===== src/logic/addr_decode_macros.svh =====
`ifndef ADDR_DECODE_MACROS_SVH
`define ADDR_DECODE_MACROS_SVH

// sizes shared by the address decode pipeline
// 32-bit addressing only

// instruction bytes seen after the opcode start
`define ADDR_WINDOW_BYTES 6

// candidate ModRM positions in the window
// the last position still needs one byte after it for the SIB
`define ADDR_MODRM_POSITIONS 5

// largest number of prefix bytes in front of the opcode
`define ADDR_MAX_PREFIXES 3

// width of a ModRM position index
// prefix count plus one for a two-byte opcode gives 0 to 4
`define ADDR_OFFSET_W 3

// width of the ModRM + SIB + displacement byte count
// largest case is disp32 with SIB, six bytes
`define ADDR_LEN_W 3

`endif

===== src/logic/addr_decode_pkg.sv =====
`default_nettype none

`include "addr_decode_macros.svh"

package addr_decode_pkg;

    // mod field of the ModRM byte, bits 7:6
    typedef enum logic [1:0] {
        mod_indirect = 2'b00,
        mod_disp8    = 2'b01,
        mod_disp32   = 2'b10,
        mod_register = 2'b11
    } mod_mode_e;

    // displacement bytes that follow ModRM/SIB
    typedef enum logic [1:0] {
        disp_none = 2'd0,
        disp_8    = 2'd1,
        disp_32   = 2'd2
    } disp_size_e;

    // one decode request from upstream
    // window[0] is the first byte after the opcode start
    typedef struct packed {
        logic [`ADDR_WINDOW_BYTES-1:0][7:0]           window;
        logic [$clog2(`ADDR_MAX_PREFIXES+1)-1:0]      prefix_count;
        logic                                         is_double_op;
        logic                                         has_modrm;
    } addr_req_t;

    // registered window held between the feeder and the drain
    // offset already points at the ModRM byte
    typedef struct packed {
        logic [`ADDR_WINDOW_BYTES-1:0][7:0]           window;
        logic [`ADDR_OFFSET_W-1:0]                    offset;
        logic                                         has_modrm;
    } window_stage_t;

    // decoded addressing information for one ModRM position
    typedef struct packed {
        // bytes taken by ModRM, SIB and displacement
        logic [`ADDR_LEN_W-1:0] length;
        disp_size_e             disp_size;
        // base register, from SIB base or ModRM rm
        logic [2:0]             base_reg;
        logic                   use_base;
        // index register, always the SIB index field
        logic [2:0]             index_reg;
        logic                   use_index;
        // index shift amount, zero without SIB
        logic [1:0]             scale;
        logic                   is_sib;
    } addr_info_t;

endpackage

`default_nettype wire


===== src/logic/addr_decode_top.sv =====
`timescale 1ns/1ns
`default_nettype none

`include "addr_decode_macros.svh"

module addr_decode_top (
    input  logic                        clk,
    input  logic                        rst_n,
    input  addr_decode_pkg::addr_req_t  in_req,
    input  logic                        in_valid,
    output logic                        in_ready,
    output addr_decode_pkg::addr_info_t out_info,
    output logic                        out_valid,
    input  logic                        out_ready
);

    import addr_decode_pkg::*;

    // registered window between the two stages
    window_stage_t                          stage;
    logic                                   stage_valid;
    logic                                   stage_ready;
    // one decode per possible ModRM position
    addr_info_t [`ADDR_MODRM_POSITIONS-1:0] candidates;

    // feeder, registers the window and the ModRM offset
    window_capture u_capture (
        .clk         (clk),
        .rst_n       (rst_n),
        .in_req      (in_req),
        .in_valid    (in_valid),
        .in_ready    (in_ready),
        .stage       (stage),
        .stage_valid (stage_valid),
        .stage_ready (stage_ready)
    );

    // decoder k sees byte k as ModRM and byte k+1 as SIB
    for (genvar k = 0; k < `ADDR_MODRM_POSITIONS; k++) begin : g_dec
        modrm_decoder u_dec (
            .modrm_byte (stage.window[k]),
            .sib_byte   (stage.window[k+1]),
            .has_modrm  (stage.has_modrm),
            .info       (candidates[k])
        );
    end

    // drain, picks the decoder at the offset and registers it
    result_select u_select (
        .clk         (clk),
        .rst_n       (rst_n),
        .offset      (stage.offset),
        .candidates  (candidates),
        .stage_valid (stage_valid),
        .stage_ready (stage_ready),
        .out_info    (out_info),
        .out_valid   (out_valid),
        .out_ready   (out_ready)
    );

endmodule

`default_nettype wire


===== src/logic/result_select.sv =====
`timescale 1ns/1ns
`default_nettype none

`include "addr_decode_macros.svh"

module result_select (
    input  logic                                                clk,
    input  logic                                                rst_n,
    input  logic [`ADDR_OFFSET_W-1:0]                           offset,
    input  addr_decode_pkg::addr_info_t [`ADDR_MODRM_POSITIONS-1:0] candidates,
    input  logic                                                stage_valid,
    output logic                                                stage_ready,
    output addr_decode_pkg::addr_info_t                         out_info,
    output logic                                                out_valid,
    input  logic                                                out_ready
);

    import addr_decode_pkg::*;

    // decoder result at the ModRM position
    addr_info_t picked;
    // transfer from the window stage
    logic       stage_fire;

    // offset never exceeds the last position for legal prefix counts
    // anything beyond falls back to an empty result
    always_comb begin
        if (offset < `ADDR_OFFSET_W'(`ADDR_MODRM_POSITIONS)) begin
            picked = candidates[offset];
        end else begin
            picked = '0;
        end
    end

    // take a new item when the output is empty or being consumed
    assign stage_ready = !out_valid || out_ready;
    assign stage_fire  = stage_valid && stage_ready;

    // output valid holds while the consumer stalls
    always_ff @(posedge clk) begin
        if (!rst_n) begin
            out_valid <= 1'b0;
        end else if (stage_fire) begin
            out_valid <= 1'b1;
        end else if (out_ready) begin
            out_valid <= 1'b0;
        end
    end

    // output payload, held unless a new item arrives
    always_ff @(posedge clk) begin
        if (stage_fire) begin
            out_info <= picked;
        end
    end

endmodule

`default_nettype wire


===== src/logic/modrm_decoder.sv =====
`timescale 1ns/1ns
`default_nettype none

`include "addr_decode_macros.svh"

module modrm_decoder (
    input  logic [7:0]                 modrm_byte,
    input  logic [7:0]                 sib_byte,
    input  logic                       has_modrm,
    output addr_decode_pkg::addr_info_t info
);

    import addr_decode_pkg::*;

    // ModRM fields
    mod_mode_e  mod_field;
    logic [2:0] rm_field;
    // SIB fields
    logic [1:0] sib_scale;
    logic [2:0] sib_index;
    logic [2:0] sib_base;

    // rm selects of interest in 32-bit mode
    logic       rm_is_sib;
    logic       rm_is_disp32;
    // decoded SIB presence
    logic       is_sib;
    // indirect with rm 101 means disp32 and no base
    logic       abs_disp32;

    assign mod_field = mod_mode_e'(modrm_byte[7:6]);
    assign rm_field  = modrm_byte[2:0];
    assign sib_scale = sib_byte[7:6];
    assign sib_index = sib_byte[5:3];
    assign sib_base  = sib_byte[2:0];

    assign rm_is_sib    = (rm_field == 3'b100);
    assign rm_is_disp32 = (rm_field == 3'b101);

    // SIB follows any memory form with rm 100
    assign is_sib     = has_modrm && (mod_field != mod_register) && rm_is_sib;
    assign abs_disp32 = (mod_field == mod_indirect) && rm_is_disp32;

    // byte count of ModRM, SIB and displacement
    always_comb begin
        info.length = `ADDR_LEN_W'(0);
        if (has_modrm) begin
            case (mod_field)
                mod_indirect: begin
                    // SIB base 101 with mod 00 is not special cased here
                    if (is_sib) begin
                        info.length = `ADDR_LEN_W'(2);
                    end else if (rm_is_disp32) begin
                        info.length = `ADDR_LEN_W'(5);
                    end else begin
                        info.length = `ADDR_LEN_W'(1);
                    end
                end
                mod_disp8: begin
                    info.length = is_sib ? `ADDR_LEN_W'(3) : `ADDR_LEN_W'(2);
                end
                mod_disp32: begin
                    info.length = is_sib ? `ADDR_LEN_W'(6) : `ADDR_LEN_W'(5);
                end
                default: begin
                    // register operand, ModRM only
                    info.length = `ADDR_LEN_W'(1);
                end
            endcase
        end
    end

    // displacement size
    always_comb begin
        info.disp_size = disp_none;
        if (has_modrm) begin
            case (mod_field)
                mod_disp8:    info.disp_size = disp_8;
                mod_disp32:   info.disp_size = disp_32;
                mod_indirect: info.disp_size = rm_is_disp32 ? disp_32 : disp_none;
                default:      info.disp_size = disp_none;
            endcase
        end
    end

    // base register comes from SIB when present
    assign info.base_reg = is_sib ? sib_base : rm_field;
    // absolute disp32 form has no base
    assign info.use_base = has_modrm && !abs_disp32;

    // index and scale only mean something with SIB
    assign info.index_reg = sib_index;
    assign info.use_index = is_sib;
    assign info.scale     = is_sib ? sib_scale : 2'b00;
    assign info.is_sib    = is_sib;

endmodule

`default_nettype wire


===== src/logic/window_capture.sv =====
`timescale 1ns/1ns
`default_nettype none

`include "addr_decode_macros.svh"

module window_capture (
    input  logic                          clk,
    input  logic                          rst_n,
    input  addr_decode_pkg::addr_req_t    in_req,
    input  logic                          in_valid,
    output logic                          in_ready,
    output addr_decode_pkg::window_stage_t stage,
    output logic                          stage_valid,
    input  logic                          stage_ready
);

    import addr_decode_pkg::*;

    // ModRM offset of the incoming request
    logic [`ADDR_OFFSET_W-1:0] req_offset;
    // registered form of the incoming request
    window_stage_t             next_stage;
    // upstream transfer this cycle
    logic                      in_fire;

    // ModRM sits after the prefixes and one extra opcode byte
    // for the two-byte opcode case
    always_comb begin
        req_offset = `ADDR_OFFSET_W'(in_req.prefix_count)
                   + `ADDR_OFFSET_W'(in_req.is_double_op);
    end

    // pack the fields the drain needs
    always_comb begin
        next_stage.window    = in_req.window;
        next_stage.offset    = req_offset;
        next_stage.has_modrm = in_req.has_modrm;
    end

    // ready when empty or when the held item leaves this cycle
    assign in_ready = !stage_valid || stage_ready;
    assign in_fire  = in_valid && in_ready;

    // valid bit of the single stage register
    always_ff @(posedge clk) begin
        if (!rst_n) begin
            stage_valid <= 1'b0;
        end else if (in_fire) begin
            stage_valid <= 1'b1;
        end else if (stage_ready) begin
            // drained with nothing new behind it
            stage_valid <= 1'b0;
        end
    end

    // payload only moves on a transfer
    always_ff @(posedge clk) begin
        if (in_fire) begin
            stage <= next_stage;
        end
    end

endmodule

`default_nettype wire


===== config.mk =====
export PLATFORM = sky130hd
export DESIGN_NAME = addr_decode_top
export DESIGN_NICKNAME = d
export VERILOG_FILES = /design/src/logic/addr_decode_pkg.sv /design/src/logic/addr_decode_top.sv /design/src/logic/result_select.sv /design/src/logic/modrm_decoder.sv /design/src/logic/window_capture.sv
export VERILOG_INCLUDE_DIRS = /design/src /design/src/logic
export SDC_FILE = /design/constraint.sdc
export NUM_CORES = 1
export LEC_CHECK = 0
export ABC_AREA = 0
export BUFFER_PORTS_ARGS = -buffer_cell sky130_fd_sc_hd__buf_2
export CORE_AREA = 5 5 136 106
export DETAILED_ROUTE_END_ITERATION = 7
export DIE_AREA = 0 0 141 111
export MAX_ROUTING_LAYER = met4
export PLACE_DENSITY = 0.52
export SLEW_MARGIN = 20
export SYNTH_ARGS = -nofsm -noshare
export SYNTH_HDL_FRONTEND = slang
export SYNTH_SLANG_ARGS = --single-unit

===== constraint.sdc =====
create_clock -name clk -period 2.4 [get_ports clk]
set_input_delay 0.24 -clock clk [delete_from_list [all_inputs] [get_ports clk]]
set_output_delay 0.24 -clock clk [all_outputs]
set_load 0.03 [all_outputs]

# Word level (Yosys, flattened, before mapping)
# Cells that the tools add are included.
[word_totals]
regBits = 70
latch_bits = 0
mem_bits_rw = 0
romBits = 0
inputBits = 56
out_inout_bits = 18
word_cells = 145
memories = 0
[op_classes]
n_addsub = 1
mul = 0
n_div = 0
magnitude_cmp = 2
n_eq_ne = 25
shift = 0
mux = 61
bitwise_logic = 0
reduce_logical = 38
[ops]
columns = ["op", "count"]
rows = [
  ["two-way mux 3 bit", 20],
  ["binary-select mux 16 bit (select 3 bit)", 1],
  ["one-hot mux 3 bit (3 select lines)", 5],
  ["two-way mux 2 bit", 20],
  ["== test 3 bit (second input constant)", 10],
  ["one-hot mux 2 bit (3 select lines)", 5],
  ["logical AND 1 bit", 22],
  ["two-way mux 16 bit", 1],
  ["== test 2 x 1 -> 1 bit (second input constant)", 5],
  ["== test 2 bit (second input constant)", 5],
  ["zero test 2 bit", 5],
  ["inequality test 2 bit (second input constant)", 5],
  ["two-way mux 1 bit", 9],
  ["zero test 1 bit", 7],
  ["< comparator 3 x 4 -> 1 bit (second input constant)", 1],
  ["nonzero test 2 bit", 2],
  ["adder 2 x 1 -> 3 bit", 1],
  ["< comparator 3 bit (second input constant)", 1],
  ["logical OR 1 bit", 2],
]

# Logic depth before layout (Yosys ltp)
[logic_depth]
word_depth = 8
depth_mapped = 6
ltp_nobuf = 4

# Modules after synthesis
# From an unflattened synthesis, not the netlist that was laid out.
[unflattened]
hier_cells = 297
hier_area_um2 = 3860.0
[by_module_without_submodules]
columns = ["module", "n_inst", "cells_per_inst", "area_per_inst_um2", "seq_area_each_um2"]
rows = [
  ["window_capture", 1, 59, 1644.1, 1581.5],
  ["result_select", 1, 98, 1214.9, 500.5],
  ["modrm_decoder", 5, 28, 200.2, 0.0],
]

# Worst setup path before layout
# OpenSTA, ideal clock, no wires.
[synth_timing]
path_type = "register to register"
start = "register u_select.out_valid"
end = "register u_capture.stage[0] (netlist name)"
setup_ns = 0.411
arrival_time_ns = 2.074
t_required_ns = 1.989
setup_slack_ns = -0.085
stages_incl_launch_ff = 4
path_buffers = 0
period_less_slack_ns = 2.485
path_cell_list = "dfxtp_1 nor2b_1 nand2_1 and2_1"
[synth_between]
elab_chain_len = 4
[synth_rtl]
columns = ["element", "line_no", "source"]
rows = [
  ["start, declared", "result_select.sv:14", "output logic out_valid,"],
  ["start signal, assigned", "result_select.sv:42", "out_valid <= 1'b0;"],
  ["start signal, assigned", "result_select.sv:44", "out_valid <= 1'b1;"],
  ["start signal, assigned", "result_select.sv:46", "out_valid <= 1'b0;"],
  ["zero test 1 bit", "result_select.sv:36", "assign stage_ready = !out_valid || out_ready;"],
  ["logical OR 1 bit", "result_select.sv:36", ""],
  ["logical OR 1 bit", "window_capture.sv:41", "assign in_ready = !stage_valid || stage_ready;"],
  ["named net in_ready", "addr_decode_top.sv:11", "output logic in_ready,"],
  ["logical AND 1 bit", "window_capture.sv:42", "assign in_fire = in_valid && in_ready;"],
  ["named net u_capture.in_fire", "window_capture.sv:24", "logic in_fire;"],
]
# The timed path passes the listed nets, and every way through them passes these cells.
# A chain may end at the register's enable or synchronous reset.

# Worst setup path after layout
[layout_timing]
start = "register u_capture.stage[1] (netlist name)"
end = "register u_select.out_info[12] (netlist name)"
[layout_between]
elab_chain_len = 2
word_cells_on_any_way = 3
classes_between = "order compare (1); mux (2)"
[layout_rtl]
columns = ["element", "line_no", "source"]
rows = [
  ["binary-select mux 16 bit (select 3 bit)", "result_select.sv:29", "picked = candidates[offset];"],
  ["two-way mux 16 bit (implied by the code)", "result_select.sv:29", ""],
]
# Several ways; a longest one is shown, not always the timed one. The select of a mux whose other input is x is not followed.

==> summary.txt <==
Outcome
  – Status: finished clean

STA
  – Max Clock Freq: 0.478 GHz
  – Max Slew Vio Count: 0
  – Setup violators final: 0
  – Setup_tns: 0 ns
  – Clk_skew: 0.00363 ns
  – Fin. Hold Viols: 0
  – Unrepaired setup endpoints after global routing: no
  – Final worst-path cycle share: 0.871
  – Hold slack: 0.0841 ns
  – Final Critical Period: 2.09 ns
  – Slew @ Worst Pin: 0.690 ns
  – Rel. slew slack: 0.534

CTS
  – Hold-fix buffers, CTS: 0
  – Post-CTS Setup Bufs: 0
  – Num CTS Buffers: 9
  – Post-CTS sizing: 0
  – Worst-path clk slew: 0.06 ns
  – CTS tree: yes
  – Skew-Pair Late Insertion Delay: 0.33 ns
  – H-tree levels: 3
  – Longest Clk Path Bufs: 2
  – Clk sinks: 66
  – Clock root buffer: clkbuf_16

Route
  – Post-DRT Antenna Nets: 0
  – Vias per Instance: 4.69
  – DR WL/cell: 16.7 um
  – First-pass detailed-route iteration total: 4
  – Drt total wl: 8220 um
  – Vias: 2,313
  – Iter 0 DRT Violations: 195
  – Remaining DRCs: 0

Critical path
  – Worst Path Required: 2.59 ns
  – Critical path arrival: 2.28 ns
  – Worst setup path start: u_capture.stage[1]$_DFFE_PP_
  – CP max FO: 10
  – CP Cell Sequence: clkinv_1, o311ai_0, a41o_1
  – Kind of critical path: reg2reg
  – CP startpoint kind: register
  – Critical path's slowest cell: o311ai_0
  – Worst r2r src: u_capture.stage[1]$_DFFE_PP_
  – Max incr delay on CP: 0.72 ns
  – Setup crit end kind: register

Synthesis
  – Mean post-synth cell area: 13.3 um2
  – FFs w/ async S/R, synth: 0
  – Post-synth top area share: 0.609
  – Dominant cell type by area after synthesis: edfxtp_1
  – Main synth FF type: edfxtp_1
  – Mapped cell area: 3160 um2
  – Net count after synthesis: 296
  – Synth cell types: 54
  – Yosys warnings: 0
  – Ranking of synthesized cells by area: edfxtp_1 61%, mux4_2 2.1%, mux2i_1 1.9%, nand2_1 1.7%, a311oi_1 1.7%
  – Count of flip-flops with a built-in enable after synthesis: 64
  – Seq/Total Area, Yosys: 0.622
  – Gate Count Post-Synth: 238
  – Post-synthesis register bit count: 66

Layout
  – Storage cell area: 1960 um2
  – Synth-to-layout area growth: 29.0%
  – Fillers: 1,323
  – Ratio of cells with drive above 1 in the final layout: 0.332
  – Nets@finish: 375
  – Non-filler cells, final: 493
  – Ant. Diodes: 0
  – Area of the multi-input gates: 1080 um2

Global routing
  – First-pass GRT wire length: 13,200 um
  – Initial antenna violation count: 0
  – Total GRT Usage: 0.113
  – Largest net degree at the start of global routing: 50
  – Number of global-route vias before repair: 2,386
  – Total grt overflow: 0

Power and ir drop
  – Total power: 3.11 mW
  – Peak VDD IR: 0.328 mV
  – P_leak: 1.52 nW
  – P per Cell Area: 764 nW/um2

Placement
  – Final RePlAce weighted congestion: 0.890
  – Post-DP HPWL: 6220 um
  – Placed insts: 477
  – Port Buffer Count: 70

Run
  – MaxCap Viol Count: 0

Floorplanning
  – IO Pins: 74
  – Initial Util: 0.247
  – FP Rows: 36
  – Die width: 141 um
  – Die ar.: 15,700 um2
  – Die height: 111 um
  – Core area: 12,800 um2

Worst hold path
  – Min-delay src: in_req[34]
  – Worst Hold Class: in2reg
-- state kept, by name, indices dropped and copies added (netlist names) --
signal / cells
u_capture.stage: 49
u_select.out_info: 15
u_capture.stage_valid: 1
u_select.out_valid: 1
-- critical path, delay by kind of cell, from the launching register on --
kind | cells | cell delay (ns)
AOI/OAI and AO/OA | 2 | 1.01
buffers and inverters | 1 | 0.38
DFF | 1 | 0.56
-- per-layer routing --
layer | track usage | share of wire | up-vias
li1 | - | - | 1110
met1 | 0.166 | 0.51 | 1108
met4 | 0.0420 | 0.019 | 0
met3 | 0.0341 | 0.062 | 12
met5 | - | 0 | -
met2 | 0.144 | 0.41 | 83
-- Yosys cell counts, types with 3 or more instances --
library cell and number:
o21a_1 4, o21ai_0 7, buf_4 3, o31ai_1 3, clkbuf_1 5, and4_1 4
inv_1 12, edfxtp_1 64, a31oi_1 8, nor2b_1 8, a41o_1 3, nor3_1 5
nor2_1 9, and4bb_2 3, mux2i_1 6, a21oi_1 8, nand3_1 5, nand2_1 14
nand2b_1 6, and2_1 5, nand3b_1 3, a311oi_1 6, o211ai_1 3, mux4_2 3
nand4_1 4
-- through the flow --
step,utilization,setup WS (ns),area (um2)
floorplan,-,0.432,3160
global placement,0.293,0.301,3750
detailed placement,0.293,0.302,3750
finish,0.318,0.309,4070
CTS,0.318,0.282,4070
global route,0.318,0.128,4070
-- report_power, final --
| part | leakage (nW) | switching (mW) | internal (mW) | total (mW) |
|---|---|---|---|---|
| Sequential | 0.637 | 0.0486 | 1.35 | 1.40 |
| Clock | 0.153 | 0.479 | 0.906 | 1.38 |
| Combinational | 0.728 | 0.192 | 0.136 | 0.328 |
| Total | 1.52 | 0.720 | 2.39 | 3.11 |
-- layout make-up --
type / count / area share
clock inverters: 7 / 0.0231
flip-flops and latches: 66 / 0.482
repair buffers: 79 / 0.109
inverters: 13 / 0.0120
multi-input cells: 148 / 0.266
well taps: 171 / 0.0526
clock buffers: 9 / 0.0553
-- placed cells by master, fill, tap and decap left out, types with 3 or more instances in the layout --
master and count:
nand3_1 5, mux4_2 3, nor2_1 9, nand3b_1 3, and2_1 4, clkbuf_16 9
o21a_1 4, o21ai_0 7, buf_4 7, inv_1 12, a31oi_1 8, o31ai_1 3
o211ai_1 3, nand2b_1 6, buf_2 70, edfxtp_1 64, and4bb_2 3, nand2_1 14
a41o_1 3, nor2b_1 8, nor3_1 5, a311oi_1 6, and4_1 4, mux2i_1 6
nand4_1 4, a21oi_1 8
-- cells by family (layout without fill, tap and decap cells) --
group	Yosys count	after routing	synth area share
fa+ha+maj	2	2	0.00793
mux	10	10	0.0440
flops	66	66	0.622
compound gates	57	57	0.135
buf+inv	24	108	0.0353
simple gates	79	79	0.156
-- worst paths after layout --
| check | depth (start not counted) | to | slack [ns] |
|---|---|---|---|
| setup / recovery | 3 | u_select.out_info[12]$_SDFFCE_PP0P_ | 0.31 |
| hold / removal | 1 | u_capture.stage[34]$_DFFE_PP_ | 0.08 |
| setup reg to reg | 3 | u_select.out_info[12]$_SDFFCE_PP0P_ | 0.31 |
| hold reg to reg | 1 | u_select.out_valid$_SDFFE_PN0P_ | 0.51 |
(Power assumes the default switching activity.)
